<file path="src/gat_cfg.svh">
`ifndef GAT_CFG_SVH
`define GAT_CFG_SVH

// ----------------------------------------
// datapath sizing
// ----------------------------------------
`define GAT_NUM_LANES    8
`define GAT_DATA_W       12
`define GAT_COL_W        6
`define GAT_NODE_W       14
`define GAT_FEAT_ADDR_W  16
`define GAT_SCORE_W      24
`define GAT_WGT_W        16
`define GAT_DENOM_W      20
`define GAT_SUM_W        32
`define GAT_SCORE_SHIFT  4

// ----------------------------------------
// debug watch points
// ----------------------------------------
`define GAT_WATCH_ADDR_A 10
`define GAT_WATCH_ADDR_B 20
`define GAT_WATCH_LANE   2
`define GAT_FEAT_LIMIT   43328

`endif

</file>
<file path="src/gat_data_pkg.sv">
`include "gat_cfg.svh"

package gat_data_pkg;

  typedef logic [`GAT_DATA_W-1:0] lane_t;
  typedef logic [`GAT_NODE_W-1:0] node_idx_t;

  // one sparse feature entry
  typedef struct packed {
    lane_t                 value;
    logic [`GAT_COL_W-1:0] col;
    logic                  last_nz; // final nonzero of the node
  } nonzero_t;

  typedef lane_t [`GAT_NUM_LANES-1:0] wh_vec_t;

  typedef struct packed {
    node_idx_t idx;
    logic      batch_last;
    wh_vec_t   wh;
  } node_rec_t;

  typedef struct packed {
    node_rec_t             rec;
    logic [`GAT_WGT_W-1:0] weight; // power of two
  } weighted_rec_t;

  typedef struct packed {
    logic                        ena;
    logic [`GAT_FEAT_ADDR_W-1:0] addr;
    logic [`GAT_SUM_W-1:0]       data;
  } feat_wr_t;

  typedef enum logic [1:0] {IDLE, RUN, HOLD} stage_state_e;

endpackage

</file>
<file path="src/dmvm_engine.sv">
`timescale 1ns/1ps
`include "gat_cfg.svh"

module dmvm_engine (
  input  logic                           clk,
  input  logic                           rst_n,
  input  logic                           spmm_vld_i,
  input  gat_data_pkg::node_rec_t        rec_i,
  input  gat_data_pkg::wh_vec_t          attn_i,
  output logic                           dmvm_vld_o,
  output logic                           dmvm_rdy_o,
  output gat_data_pkg::node_rec_t        rec_o,
  output logic signed [`GAT_SCORE_W-1:0] score_o
);
  import gat_data_pkg::*;

  localparam int CNT_W     = $clog2(`GAT_NUM_LANES);
  localparam int LAST_LANE = `GAT_NUM_LANES - 1;

  stage_state_e                   state_q;
  node_rec_t                      rec_q;
  logic [CNT_W-1:0]               lane_q;
  logic signed [`GAT_SCORE_W-1:0] acc_q;
  logic signed [`GAT_SCORE_W-1:0] prod;

  assign prod = $signed(rec_q.wh[lane_q]) * $signed(attn_i[lane_q]);

  assign dmvm_vld_o = (state_q == HOLD); // one cycle after the last lane
  assign dmvm_rdy_o = (state_q == IDLE);
  assign rec_o      = rec_q;
  assign score_o    = acc_q;

  always_ff @(posedge clk or negedge rst_n) begin
    if (!rst_n) begin
      state_q <= IDLE;
      lane_q  <= '0;
      acc_q   <= '0;
    end else begin
      case (state_q)
        IDLE: begin
          if (spmm_vld_i) begin
            lane_q  <= '0;
            acc_q   <= '0;
            state_q <= RUN;
          end
        end
        RUN: begin
          acc_q  <= acc_q + prod; // one lane per cycle
          lane_q <= lane_q + 1'b1;
          if (lane_q == CNT_W'(LAST_LANE)) begin
            state_q <= HOLD;
          end
        end
        default: state_q <= IDLE; // HOLD is the pulse cycle
      endcase
    end
  end

  always_ff @(posedge clk) begin
    if (state_q == IDLE && spmm_vld_i) begin
      rec_q <= rec_i;
    end
  end

endmodule

</file>
<file path="config.mk">
export PLATFORM = sky130hd
export DESIGN_NAME = dmvm_engine
export DESIGN_NICKNAME = d
export VERILOG_FILES = /design/src/gat_data_pkg.sv /design/src/dmvm_engine.sv
export VERILOG_INCLUDE_DIRS = /design/src /design/src/src
export SDC_FILE = /design/constraint.sdc
export NUM_CORES = 1
export LEC_CHECK = 0
export BUFFER_PORTS_ARGS = -buffer_cell sky130_fd_sc_hd__buf_2
export CORE_MARGIN = 2
export CORE_UTILIZATION = 30
export CTS_CLUSTER_DIAMETER = 120
export CTS_CLUSTER_SIZE = 8
export DETAILED_ROUTE_END_ITERATION = 10
export PLACE_DENSITY = 0.53
export SLEW_MARGIN = 20
export SYNTH_ARGS = -nofsm -noshare
export SYNTH_HDL_FRONTEND = slang
export SYNTH_SLANG_ARGS = --single-unit
</file>
<file path="constraint.sdc">
create_clock -name clk -period 5.77 [get_ports clk]
set_input_delay 0.2885 -clock clk [delete_from_list [all_inputs] [get_ports clk]]
set_output_delay 0.2885 -clock clk [all_outputs]
set_load 0.02 [all_outputs]
</file>
==> results.rst, run 1 <==
.. list-table::
   :header-rows: 1

   * - Metric
     - Value
   * - Multi-input gate area in the final layout
     - 0.007574 mm²
   * - Synth Flop Type
     - sky130_fd_sc_hd__edfxtp_1
   * - Worst Max-Slew Pin Slew
     - 0.9695 ns
   * - Final global-route overflow total
     - 0
   * - Hold/Removal Path Class
     - in2reg
   * - Total wire length after detailed routing
     - 40.91 mm
   * - Clock tree from TritonCTS
     - built
   * - Outcome
     - complete, but fails checks
   * - Peak fanout along the critical path
     - 7
   * - Overall die area
     - 0.04186 mm²
   * - Buf+Inv Stages, Crit Path
     - 4
   * - Total via count in the routed design
     - 9659
   * - Sequential fraction of the synthesis area
     - 33.63%
   * - Worst EP arrival
     - 6.71 ns
   * - Master of the slowest instance on the critical path
     - sky130_fd_sc_hd__fa_1
   * - Core region area
     - 0.03973 mm²
   * - Slack of the critical path
     - -0.6117 ns
   * - FF+latch count, synth
     - 140
   * - # nets final
     - 2065
   * - Via density per instance
     - 4.461
   * - Count of input and output buffers
     - 346
   * - Standard-cell rows
     - 73
   * - Netlist area before placement
     - 0.01207 mm²
   * - Ant. Diodes
     - 0
   * - Clock latency on the worst-skew pair
     - 0.46 ns
   * - Share of layout cells above drive strength 1
     - 47.56%
   * - Required time of the worst setup path
     - 6.10 ns
   * - H-Tree Level Count
     - 4
   * - Start-to-end type of the worst setup path
     - reg2reg
   * - HPWL after detailed placement
     - 33.78 mm
   * - I/O pin count
     - 347
   * - Violation count after the first detailed-routing iteration
     - 479
   * - List of cells traversed by the critical path
     - buf_12 > clkbuf_16 > mux4_2 > mux2_4 > nand2_2 > fa_1 > fa_1 > inv_1 > fa_1 > fa_1 > fa_1 > fa_1 > ha_4 > o21a_1 > o21ai_2 > a211oi_2 > buf_4 > nor2_2 > o31ai_2 > xnor2_1 > o21ai_1
   * - EDFF count, synth
     - 111
   * - Effective utilization at floorplan
     - 30.38%
   * - Via count of the first global-routing pass
     - 10780
   * - Most common cell on crit path
     - sky130_fd_sc_hd__fa_1
   * - Final period demand of the worst path
     - 6.382 ns
   * - Share of async-settable or async-resettable flops after synthesis
     - 20.71%
   * - Pre-Repair DR Iteration Count
     - 6
   * - Total routing resource utilization after global routing
     - 20.10%
   * - Most common cell after layout, fill and taps aside
     - sky130_fd_sc_hd__buf_2
   * - Kind of cell adding the most delay to the critical path
     - adder cells
   * - Startpoint types
     - flip-flop
   * - Fillcell total
     - 3713
   * - Final Wtd Congestion
     - 0.8964
   * - Final Setup Violations
     - 15
   * - Y dimension of the die
     - 204.6 µm
   * - Reg area
     - 0.004065 mm²
   * - Number of instances in the synthesized netlist
     - 972
   * - Per-instance average area after synthesis
     - 12.42 µm²
   * - Wire per inst
     - 18.90 µm
   * - Max-cap violations
     - 0
   * - Count of unresolved DRC violations after routing
     - 0
   * - Kind of end point of the critical path
     - flip-flop
   * - Commonest cells after routing, fill and taps aside
     - 346 x sky130_fd_sc_hd__buf_2, 221 x sky130_fd_sc_hd__buf_4, 181 x sky130_fd_sc_hd__inv_1
   * - Total CTS buffers
     - 17
   * - Buffer levels on the longest clock path
     - 2
   * - Post-synth net total
     - 1410
   * - Post-synth cell types
     - 48
   * - Final period utilization
     - 110.6%
   * - Area growth, synth to finish
     - 50.89%
   * - Antenna violations before repair
     - 1
   * - Failing checks
     - negative setup slack
   * - Maximum number of pins on one net before global-route repair
     - 71
   * - Root buffer cell
     - sky130_fd_sc_hd__clkbuf_16
   * - First-pass GRT wire length
     - 62.50 mm
   * - Clock net sink count
     - 140
   * - Critical Path Max Stage Delay
     - 0.59 ns
   * - Final hold vios
     - 0
   * - Number of placed instances, taps included
     - 2030
   * - Antenna Nets Post-Route
     - 0
   * - Upper clock frequency limit
     - 156.7 MHz
   * - Final Instance Count excl. Fillers
     - 2165
   * - RSZ-0062 raised after global routing
     - true
   * - Chip width
     - 204.6 µm
   * - Synthesis warning total
     - 0
   * - Skew final
     - 0.01928 ns
   * - Max transition margin
     - 35.36%
   * - Final number of max-transition violations
     - 0
   * - Clock transition time at the flip-flop clock pins of the worst setup and hold paths
     - 0.08 ns
[logic make-up (layout without fill, tap and decap cells)]
group / after synthesis / count (layout) / synth area share (%)
flip-flops: 140 / 140 / 33.63
buffers and inverters: 223 / 891 / 7.702
AO/OA/AOI/OAI: 79 / 79 / 4.250
AND/OR/NAND/NOR: 193 / 193 / 6.645
XOR/XNOR: 29 / 29 / 2.104
adder cells (fa/ha/maj): 228 / 228 / 33.59
multiplexers: 80 / 80 / 12.09
[sequential cells by signal, indices dropped and copies added (netlist names)]
name,count
lane_q,3
score_o,24
rec_o,111
state_q,2
[synthesized netlist by cell type (14+ instances only)]
| cell type | instances | area share (%) |
|---|---|---|
| sky130_fd_sc_hd__fa_1 | 160 | 27 |
| sky130_fd_sc_hd__xnor2_1 | 23 | 1.7 |
| sky130_fd_sc_hd__ha_1 | 68 | 7.0 |
| sky130_fd_sc_hd__edfxtp_1 | 111 | 28 |
| sky130_fd_sc_hd__nor2_1 | 84 | 2.6 |
| sky130_fd_sc_hd__o21ai_0 | 26 | 1.1 |
| sky130_fd_sc_hd__mux2_2 | 14 | 1.3 |
| sky130_fd_sc_hd__mux4_2 | 47 | 8.8 |
| sky130_fd_sc_hd__buf_2 | 18 | 0.75 |
| sky130_fd_sc_hd__dfrtp_1 | 29 | 6.0 |
| sky130_fd_sc_hd__nand2_1 | 75 | 2.3 |
| sky130_fd_sc_hd__inv_1 | 189 | 5.9 |
[timing repair]
action,4_1_cts,5_1_grt
cloned,1,2
gates resized for setup,23,71
setup endpoints to repair,16,16
hold endpoints to repair,103,0
pin swaps,1,26
hold buffers,75,0
buffers inserted,3,22
[worst reg2reg max path, cell delays in order, from the launching register on]
cell                        delay (ns)
sky130_fd_sc_hd__dfrtp_4          0.52
sky130_fd_sc_hd__buf_12           0.13
sky130_fd_sc_hd__clkbuf_16        0.16
sky130_fd_sc_hd__mux4_2           0.56
sky130_fd_sc_hd__mux2_4           0.33
sky130_fd_sc_hd__nand2_2          0.08
sky130_fd_sc_hd__fa_1             0.43
sky130_fd_sc_hd__fa_1             0.51
sky130_fd_sc_hd__inv_1            0.06
sky130_fd_sc_hd__fa_1             0.59
sky130_fd_sc_hd__fa_1             0.44
sky130_fd_sc_hd__fa_1             0.51
sky130_fd_sc_hd__fa_1             0.46
sky130_fd_sc_hd__ha_4             0.33
sky130_fd_sc_hd__o21a_1           0.14
sky130_fd_sc_hd__o21ai_2          0.07
sky130_fd_sc_hd__a211oi_2         0.22
sky130_fd_sc_hd__buf_4            0.16
sky130_fd_sc_hd__nor2_2           0.05
sky130_fd_sc_hd__o31ai_2          0.27
sky130_fd_sc_hd__xnor2_1          0.15
sky130_fd_sc_hd__o21ai_1          0.08
[path summary, 6_finish.rpt]
check / start / endpoint / slack (ns) / cells past startpoint
worst min-delay path: rec_i[109] / rec_o[109] / 0.01 / 1
max in group asynchronous: rst_n / lane_q[0] / 4.68 / 2
min in group asynchronous: rst_n / lane_q[1] / 0.48 / 2
worst max-delay path: lane_q[0] / score_o[17] / -0.61 / 21
worst max register to register: lane_q[0] / score_o[17] / -0.61 / 21
worst min register to register: score_o[8] / score_o[8] / 0.52 / 2
[cell type report]
type	count	area share [%]
Inverter	191	3.964
Tap cell	525	3.607
Timing Repair Buffer	668	25.12
Sequential cell	140	22.32
Clock inverter	15	1.065
Clock buffer	17	2.336
Multi-Input combinational cell	609	41.58
[metal layers]
layer / vias up / global-route usage (%) / routed length [µm]
li1: 4507 / - / -
met1: 4764 / 24.64 / 16590
met2: 322 / 35.01 / 20760
met3: 64 / 3.723 / 2238
met4: 2 / 7.660 / 1312
met5: - / 0 / 13
[through the flow]
step	hold WS [ns]	setup TNS [ns]	instance area, µm²	utilization, %	worst slack [ns]
after global placement	0.4169	-5.813	16170	40.70	-0.5711
after global routing	0.001460	-9.254	18210	45.84	-0.7924
final	0.01468	-5.818	18210	45.84	-0.6117
after detailed placement	0.4274	-6.543	16170	40.70	-0.5586
after CTS	0.00005024	-5.767	17660	44.44	-0.5019
after floorplan	-0.007091	-2.083	12210	-	-0.2668
Power of run 1 is not shown: default switching activity piles up to over one toggle a cycle in this logic, so the estimate is an artifact.
==> run 2, diff against run 1 <==
--- a/config.mk
+++ b/config.mk
@@ -7,12 +7,14 @@
 export NUM_CORES = 1
 export LEC_CHECK = 0
 export BUFFER_PORTS_ARGS = -buffer_cell sky130_fd_sc_hd__buf_2
+export CELL_PAD_IN_SITES_DETAIL_PLACEMENT = 1
+export CELL_PAD_IN_SITES_GLOBAL_PLACEMENT = 1
 export CORE_MARGIN = 2
 export CORE_UTILIZATION = 30
 export CTS_CLUSTER_DIAMETER = 120
 export CTS_CLUSTER_SIZE = 8
 export DETAILED_ROUTE_END_ITERATION = 10
-export PLACE_DENSITY = 0.53
+export PLACE_DENSITY = 0.64
 export SLEW_MARGIN = 20
 export SYNTH_ARGS = -nofsm -noshare
 export SYNTH_HDL_FRONTEND = slang
==> results.rst, run 2 (same netlist as run 1, synthesis figures left out) <==
.. list-table::
   :header-rows: 1

   * - Metric
     - Value
   * - Outcome
     - complete, but fails checks
   * - Failing checks
     - negative setup slack
   * - Worst hold slack after final layout
     - 0.006244 ns (-0.008439 ns)
   * - Antenna Nets Post-Route
     - 0 (unchanged)
   * - Multi-input gate area in the final layout
     - 0.007639 mm² (+0.86%)
   * - R2R cell count
     - 24 (+14%)
   * - Final hold vios
     - 0 (unchanged)
   * - Clock tree from TritonCTS
     - built
   * - Reg area
     - 0.004065 mm² (unchanged)
   * - Chip width
     - 204.6 µm (unchanged)
   * - Final period demand of the worst path
     - 6.476 ns (+0.09457 ns)
   * - Slack of the worst reg-to-reg path
     - -0.71 ns (-0.09 ns)
   * - List of cells traversed by the critical path
     - buf_12 > buf_12 > mux4_2 > mux2i_4 > buf_6 > buf_4 > nor2_1 > fa_1 > inv_1 > fa_1 > inv_1 > fa_1 > fa_2 > fa_1 > fa_1 > ha_4 > o21a_1 > o21ai_2 > a211oi_2 > o21ai_1 > buf_4 > o211ai_1 > xnor2_1 > o21ai_1
   * - Source of the worst hold timing path
     - rec_i[24]
   * - Final number of max-transition violations
     - 0 (unchanged)
   * - Peak fanout along the critical path
     - 10 (+3)
   * - Final Setup Violations
     - 16 (+1)
   * - Final global-route overflow total
     - 0 (unchanged)
   * - Worst EP arrival
     - 6.81 ns (+0.10 ns)
   * - Share of layout cells above drive strength 1
     - 49.43% (+1.9 points)
   * - Overall die area
     - 0.04186 mm² (unchanged)
   * - Clock net sink count
     - 140 (unchanged)
   * - Maximum number of pins on one net before global-route repair
     - 69 (-2.8%)
   * - Max transition margin
     - 40.03% (+4.7 points)
   * - Share of the core filled with cells
     - 44.62% (-1.2 points)
   * - Effective utilization at floorplan
     - 30.38% (unchanged)
   * - Area growth, synth to finish
     - 46.89%
   * - Number of placed instances, taps included
     - 2017 (-0.64%)
   * - Total routing resource utilization after global routing
     - 21.51% (+1.4 points)
   * - Total CTS buffers
     - 17 (unchanged)
   * - DP Area
     - 0.01603 mm² (-0.85%)
   * - Master of the slowest instance on the critical path
     - sky130_fd_sc_hd__dfrtp_4
   * - Final Wtd Congestion
     - 0.8606 (-4.0%)
   * - Critical Path Max Stage Delay
     - 0.53 ns (-0.06 ns)
   * - RSZ-0062 raised after global routing
     - true
   * - Standard-cell rows
     - 73 (unchanged)
   * - Final period utilization
     - 112.2% (+1.6 points)
   * - Reg-to-reg startpoint
     - lane_q[0]
   * - Clock transition time at the flip-flop clock pins of the worst setup and hold paths
     - 0.09 ns (about the same)
   * - First-pass GRT wire length
     - 66.36 mm (+6.2%)
   * - Y dimension of the die
     - 204.6 µm (unchanged)
   * - Hold Path End
     - rec_o[24]
   * - Total wire length after detailed routing
     - 44.16 mm (+7.9%)
   * - Start-to-end type of the worst setup path
     - reg2reg
   * - Kind of cell adding the most delay to the critical path
     - adder cells
   * - Hold/Removal Path Class
     - in2reg
   * - Max-cap violations
     - 0 (unchanged)
   * - Most common cell after layout, fill and taps aside
     - sky130_fd_sc_hd__buf_2
   * - Count of input and output buffers
     - 346 (unchanged)
   * - Violation count after the first detailed-routing iteration
     - 411 (-14%)
   * - Core region area
     - 0.03973 mm² (unchanged)
   * - H-Tree Level Count
     - 4 (unchanged)
   * - Kind of end point of the critical path
     - flip-flop
   * - Buffer levels on the longest clock path
     - 2 (unchanged)
   * - Required time of the worst setup path
     - 6.11 ns (about the same)
   * - HPWL after detailed placement
     - 35.97 mm (+6.5%)
   * - Skew final
     - 0.02134 ns (+0.002059 ns)
   * - Via count of the first global-routing pass
     - 10980 (+1.8%)
   * - Most common cell on crit path
     - sky130_fd_sc_hd__fa_1
   * - Worst Hold Path Cells
     - 1 (unchanged)
   * - # nets final
     - 2001 (-3.1%)
   * - Largest register FFs
     - 111 (unchanged)
   * - I/O pin count
     - 347 (unchanged)
   * - Startpoint types
     - flip-flop
   * - Commonest cells after routing, fill and taps aside
     - 346 x sky130_fd_sc_hd__buf_2, 213 x sky130_fd_sc_hd__buf_4, 181 x sky130_fd_sc_hd__inv_1
   * - Count of unresolved DRC violations after routing
     - 0 (unchanged)
   * - Non-Filler Cell Area, Final
     - 0.01773 mm² (-2.7%)
   * - Antenna violations before repair
     - 6 (+5)
   * - Total via count in the routed design
     - 9651 (-0.083%)
   * - Buf+Inv Stages, Crit Path
     - 7 (+3)
   * - Clock latency on the worst-skew pair
     - 0.46 ns (about the same)
   * - Wire per inst
     - 21.00 µm (+11%)
   * - Pre-Repair DR Iteration Count
     - 5 (-1)
   * - Final Instance Count excl. Fillers
     - 2103 (-2.9%)
   * - Upper clock frequency limit
     - 154.4 MHz (-1.5%)
   * - Via density per instance
     - 4.589 (+2.9%)
   * - Fillcell total
     - 4398 (+18%)
   * - Slack of the critical path
     - -0.7062 ns (-0.09457 ns)
   * - Root buffer cell
     - sky130_fd_sc_hd__clkbuf_16
   * - Capture instance of the worst register-to-register path
     - score_o[21]
   * - Worst Max-Slew Pin Slew
     - 0.8995 ns (-0.07001 ns)
## run 2: cell types whose count changed in the layout (fill, tap and decap cells not counted), moves of 4 or more
cell                            before  now
sky130_fd_sc_hd__nand2_2             3    7
sky130_fd_sc_hd__mux2_2              8    3
sky130_fd_sc_hd__o21ai_1             9   16
sky130_fd_sc_hd__dlygate4sd3_1      75   12
sky130_fd_sc_hd__o21ai_0            14    6
sky130_fd_sc_hd__mux2_4              6   11
sky130_fd_sc_hd__ha_1               53   49
sky130_fd_sc_hd__buf_4             221  213
sky130_fd_sc_hd__nand2_1            72   66
## run 2: final cells by class
class                           instances  area share, %
Antenna cell                            2        0.02823
Clock buffer                           17          2.399
Clock inverter                         15          1.094
Inverter                              191          4.086
Multi-Input combinational cell        609          43.08
Sequential cell                       140          22.93
Tap cell                              525          3.705
Timing Repair Buffer                  604          22.67
## run 2: worst max path at each step
stage	slack, ns	endpoint	cells after the start	from
detailed placement	-0.72	score_o[23]	24	lane_q[0]
global route	-0.93	score_o[21]	25	lane_q[0]
CTS	-0.62	score_o[23]	24	lane_q[0]
global placement	-0.66	score_o[18]	26	lane_q[0]
finish	-0.71	score_o[21]	24	lane_q[0]
floorplan	-0.27	score_o[13]	25	lane_q[0]
## run 2: stage by stage
| stage | worst slack, ns | TNS, ns |
|---|---|---|
| final | -0.7062 | -8.692 |
| after global routing | -0.9253 | -12.14 |
| after CTS | -0.6170 | -7.609 |
| after detailed placement | -0.7186 | -8.956 |
| after global placement | -0.6639 | -8.057 |
| after floorplan | -0.2668 | -2.083 |
## run 2: routing by layer
metal	part of all wire [%]	GRT usage, %
met4	2.7	7.195
met3	4.7	3.738
met2	54	40.14
met1	39	24.67
met5	0.086	0
## run 2: what timing repair did
item	CTS	global route
pin swaps	34	19
buffers inserted	31	7
resized for setup	88	26
hold endpoints to repair	40	0
endpoints found under the setup margin	16	16
hold buffers	12	0
gates cloned	2	1
## run 2: worst register-to-register path, delay by kind of cell, from the launching register on
kind	cells	cell delay, ns
AOI/OAI and AO/OA	6	0.84
xor gates and xnor gates	1	0.15
adders and majority gates	7	3.22
buffers and inverters	7	0.88
DFF	1	0.53
muxes	2	0.67
and+or+nand+nor	1	0.08
Power of run 2 is left out for the same reason.
==> run 3, diff against run 2 <==
--- a/config.mk
+++ b/config.mk
@@ -9,6 +9,7 @@
 export BUFFER_PORTS_ARGS = -buffer_cell sky130_fd_sc_hd__buf_2
 export CELL_PAD_IN_SITES_DETAIL_PLACEMENT = 1
 export CELL_PAD_IN_SITES_GLOBAL_PLACEMENT = 1
+export CORE_ASPECT_RATIO = 0.5
 export CORE_MARGIN = 2
 export CORE_UTILIZATION = 30
 export CTS_CLUSTER_DIAMETER = 120
==> results.rst, run 3 (same netlist as run 1, synthesis figures left out) <==
.. list-table::
   :header-rows: 1

   * - Metric
     - Value
   * - Outcome
     - complete, but fails checks
   * - Failing checks
     - negative setup slack
   * - Violation count after the first detailed-routing iteration
     - 575 (+40%)
   * - Kind of cell adding the most delay to the critical path
     - adder cells
   * - Final Wtd Congestion
     - 0.9374 (+8.9%)
   * - Startpoint types
     - flip-flop
   * - Area growth, synth to finish
     - 43.88%
   * - Final period utilization
     - 110.7% (-1.5 points)
   * - Worst Max-Slew Pin Slew
     - 1.042 ns (+0.1426 ns)
   * - Total routing resource utilization after global routing
     - 22.55% (+1.0 points)
   * - Slack of the worst reg-to-reg path
     - -0.62 ns (+0.09 ns)
   * - Wire per inst
     - 22.18 µm (+5.6%)
   * - Pre-Repair DR Iteration Count
     - 5 (unchanged)
   * - Core region area
     - 0.03931 mm² (-1.1%)
   * - Clock net sink count
     - 140 (unchanged)
   * - Peak fanout along the critical path
     - 8 (-2)
   * - Summed negative setup slack over all endpoints
     - -7.188 ns (+1.503 ns)
   * - Worst Hold Path Cells
     - 1 (unchanged)
   * - List of cells traversed by the critical path
     - buf_12 > buf_16 > mux4_2 > mux2_4 > inv_2 > nor2_1 > inv_1 > fa_2 > buf_4 > fa_1 > inv_1 > fa_1 > fa_1 > fa_1 > ha_1 > ha_4 > o21ai_0 > nor2_1 > o41ai_2 > or2_2 > o211ai_1 > xnor2_1 > o21ai_1
   * - Total wire length after detailed routing
     - 46.42 mm (+5.1%)
   * - Hold/Removal Path Class
     - in2reg
   * - Global Route met3 Usage
     - 4.154% (+0.42 points)
   * - Largest register FFs
     - 111 (unchanged)
   * - Y dimension of the die
     - 145.8 µm (-29%)
   * - Slack of the critical path
     - -0.6193 ns (+0.08695 ns)
   * - Capture instance of the worst register-to-register path
     - score_o[21]
   * - Count of unresolved DRC violations after routing
     - 0 (unchanged)
   * - Most common cell after layout, fill and taps aside
     - sky130_fd_sc_hd__buf_2
   * - Clock latency on the worst-skew pair
     - 0.45 ns (about the same)
   * - Most common cell on crit path
     - sky130_fd_sc_hd__fa_1
   * - Final period demand of the worst path
     - 6.389 ns (-0.08695 ns)
   * - Max transition margin
     - 30.53% (-9.5 points)
   * - Chip width
     - 287.7 µm (+41%)
   * - HPWL after detailed placement
     - 38.75 mm (+7.7%)
   * - Standard-cell rows
     - 51 (-30%)
   * - Final global-route overflow total
     - 0 (unchanged)
   * - # nets final
     - 1987 (-0.70%)
   * - Start-to-end type of the worst setup path
     - reg2reg
   * - Overall die area
     - 0.04195 mm² (+0.23%)
   * - Antenna Nets Post-Route
     - 0 (unchanged)
   * - Kind of end point of the critical path
     - flip-flop
   * - R2R cell count
     - 23 (-4.2%)
   * - H-Tree Level Count
     - 4 (unchanged)
   * - Required time of the worst setup path
     - 6.06 ns (-0.05 ns)
   * - Upper clock frequency limit
     - 156.5 MHz (+1.4%)
   * - Total via count in the routed design
     - 9691 (+0.41%)
   * - Effective utilization at floorplan
     - 30.71% (+0.33 points)
   * - Final number of max-transition violations
     - 0 (unchanged)
   * - Via density per instance
     - 4.630 (+0.89%)
   * - Via count of the first global-routing pass
     - 11130 (+1.4%)
   * - Worst EP arrival
     - 6.68 ns (-0.13 ns)
   * - Max-cap violations
     - 0 (unchanged)
   * - Clock transition time at the flip-flop clock pins of the worst setup and hold paths
     - 0.08 ns (about the same)
   * - Met1 Use GR
     - 31.07% (+6.4 points)
   * - Critical Path Max Stage Delay
     - 0.59 ns (+0.06 ns)
   * - Hold Path End
     - rec_o[92]
   * - Root buffer cell
     - sky130_fd_sc_hd__clkbuf_16
   * - Count of input and output buffers
     - 346 (unchanged)
   * - Source of the worst hold timing path
     - rec_i[92]
   * - First-pass GRT wire length
     - 70.03 mm (+5.5%)
   * - GR peak layer
     - met2
   * - Maximum number of pins on one net before global-route repair
     - 64 (-7.2%)
   * - Reg-to-reg startpoint
     - lane_q[0]
   * - Total CTS buffers
     - 17 (unchanged)
   * - I/O pin count
     - 347 (unchanged)
   * - Number of placed instances, taps included
     - 2034 (+0.84%)
   * - Final Setup Violations
     - 15 (-1)
   * - Final hold vios
     - 0 (unchanged)
   * - DP Area
     - 0.01611 mm² (+0.46%)
   * - Master of the slowest instance on the critical path
     - sky130_fd_sc_hd__fa_1
   * - Commonest cells after routing, fill and taps aside
     - 346 x sky130_fd_sc_hd__buf_2, 211 x sky130_fd_sc_hd__buf_4, 185 x sky130_fd_sc_hd__inv_1
   * - Buf+Inv Stages, Crit Path
     - 6 (-1)
   * - Met2 layer usage reported by global route
     - 37.48% (-2.7 points)
   * - Buffer levels on the longest clock path
     - 2 (unchanged)
   * - Non-Filler Cell Area, Final
     - 0.01737 mm² (-2.0%)
   * - Skew final
     - 0.01583 ns (-0.005511 ns)
   * - Share of the core filled with cells
     - 44.18% (-0.44 points)
   * - Share of layout cells above drive strength 1
     - 48.59% (-0.84 points)
   * - Clock tree from TritonCTS
     - built
   * - Antenna violations before repair
     - 0 (-6)
   * - Final Instance Count excl. Fillers
     - 2093 (-0.48%)
   * - RSZ-0062 raised after global routing
     - true
[run 3: timing repair]
action                     CTS  global route
cloned                       2             0
hold buffers                 8             3
buffers inserted            12             2
pin swaps                   15             6
resized for setup           56            27
setup endpoints to repair   16            16
hold endpoints to repair    36             3
[run 3: how the worst max path moves through the flow]
stage	start	to	slack (ns)	cells past startpoint
after floorplan	lane_q[0]	score_o[13]	-0.27	25
after global placement	lane_q[0]	score_o[13]	-0.61	24
after global routing	lane_q[0]	score_o[14]	-0.85	21
after CTS	lane_q[0]	score_o[13]	-0.62	24
after detailed placement	lane_q[0]	score_o[23]	-0.76	22
final	lane_q[0]	score_o[21]	-0.62	23
[run 3: per-layer routing]
layer  wire length [µm]  vias up
met4                549        0
met5                  0        -
met2              22750      206
met1              21190     5100
met3               1938       35
li1                   -     4350
[run 3: final cells by class]
class | instances | area, µm²
Inverter | 191 | 721.9
Fill cell | 4391 | 21940
Clock inverter | 14 | 146.4
Antenna cell | 1 | 2.502
Sequential cell | 140 | 4065
Clock buffer | 18 | 429.2
Timing Repair Buffer | 590 | 3786
Multi-Input combinational cell | 609 | 7552
Tap cell | 530 | 663.1
[run 3: per-stage QoR]
step                      hold WS (ns)  setup WS, ns
after CTS                     0.001133       -0.6232
after floorplan              -0.007091       -0.2668
after detailed placement        0.4381       -0.7642
after global placement          0.4243       -0.6069
final                          0.01864       -0.6193
after global routing         0.0001676       -0.8484
Power of run 3 is left out for the same reason.
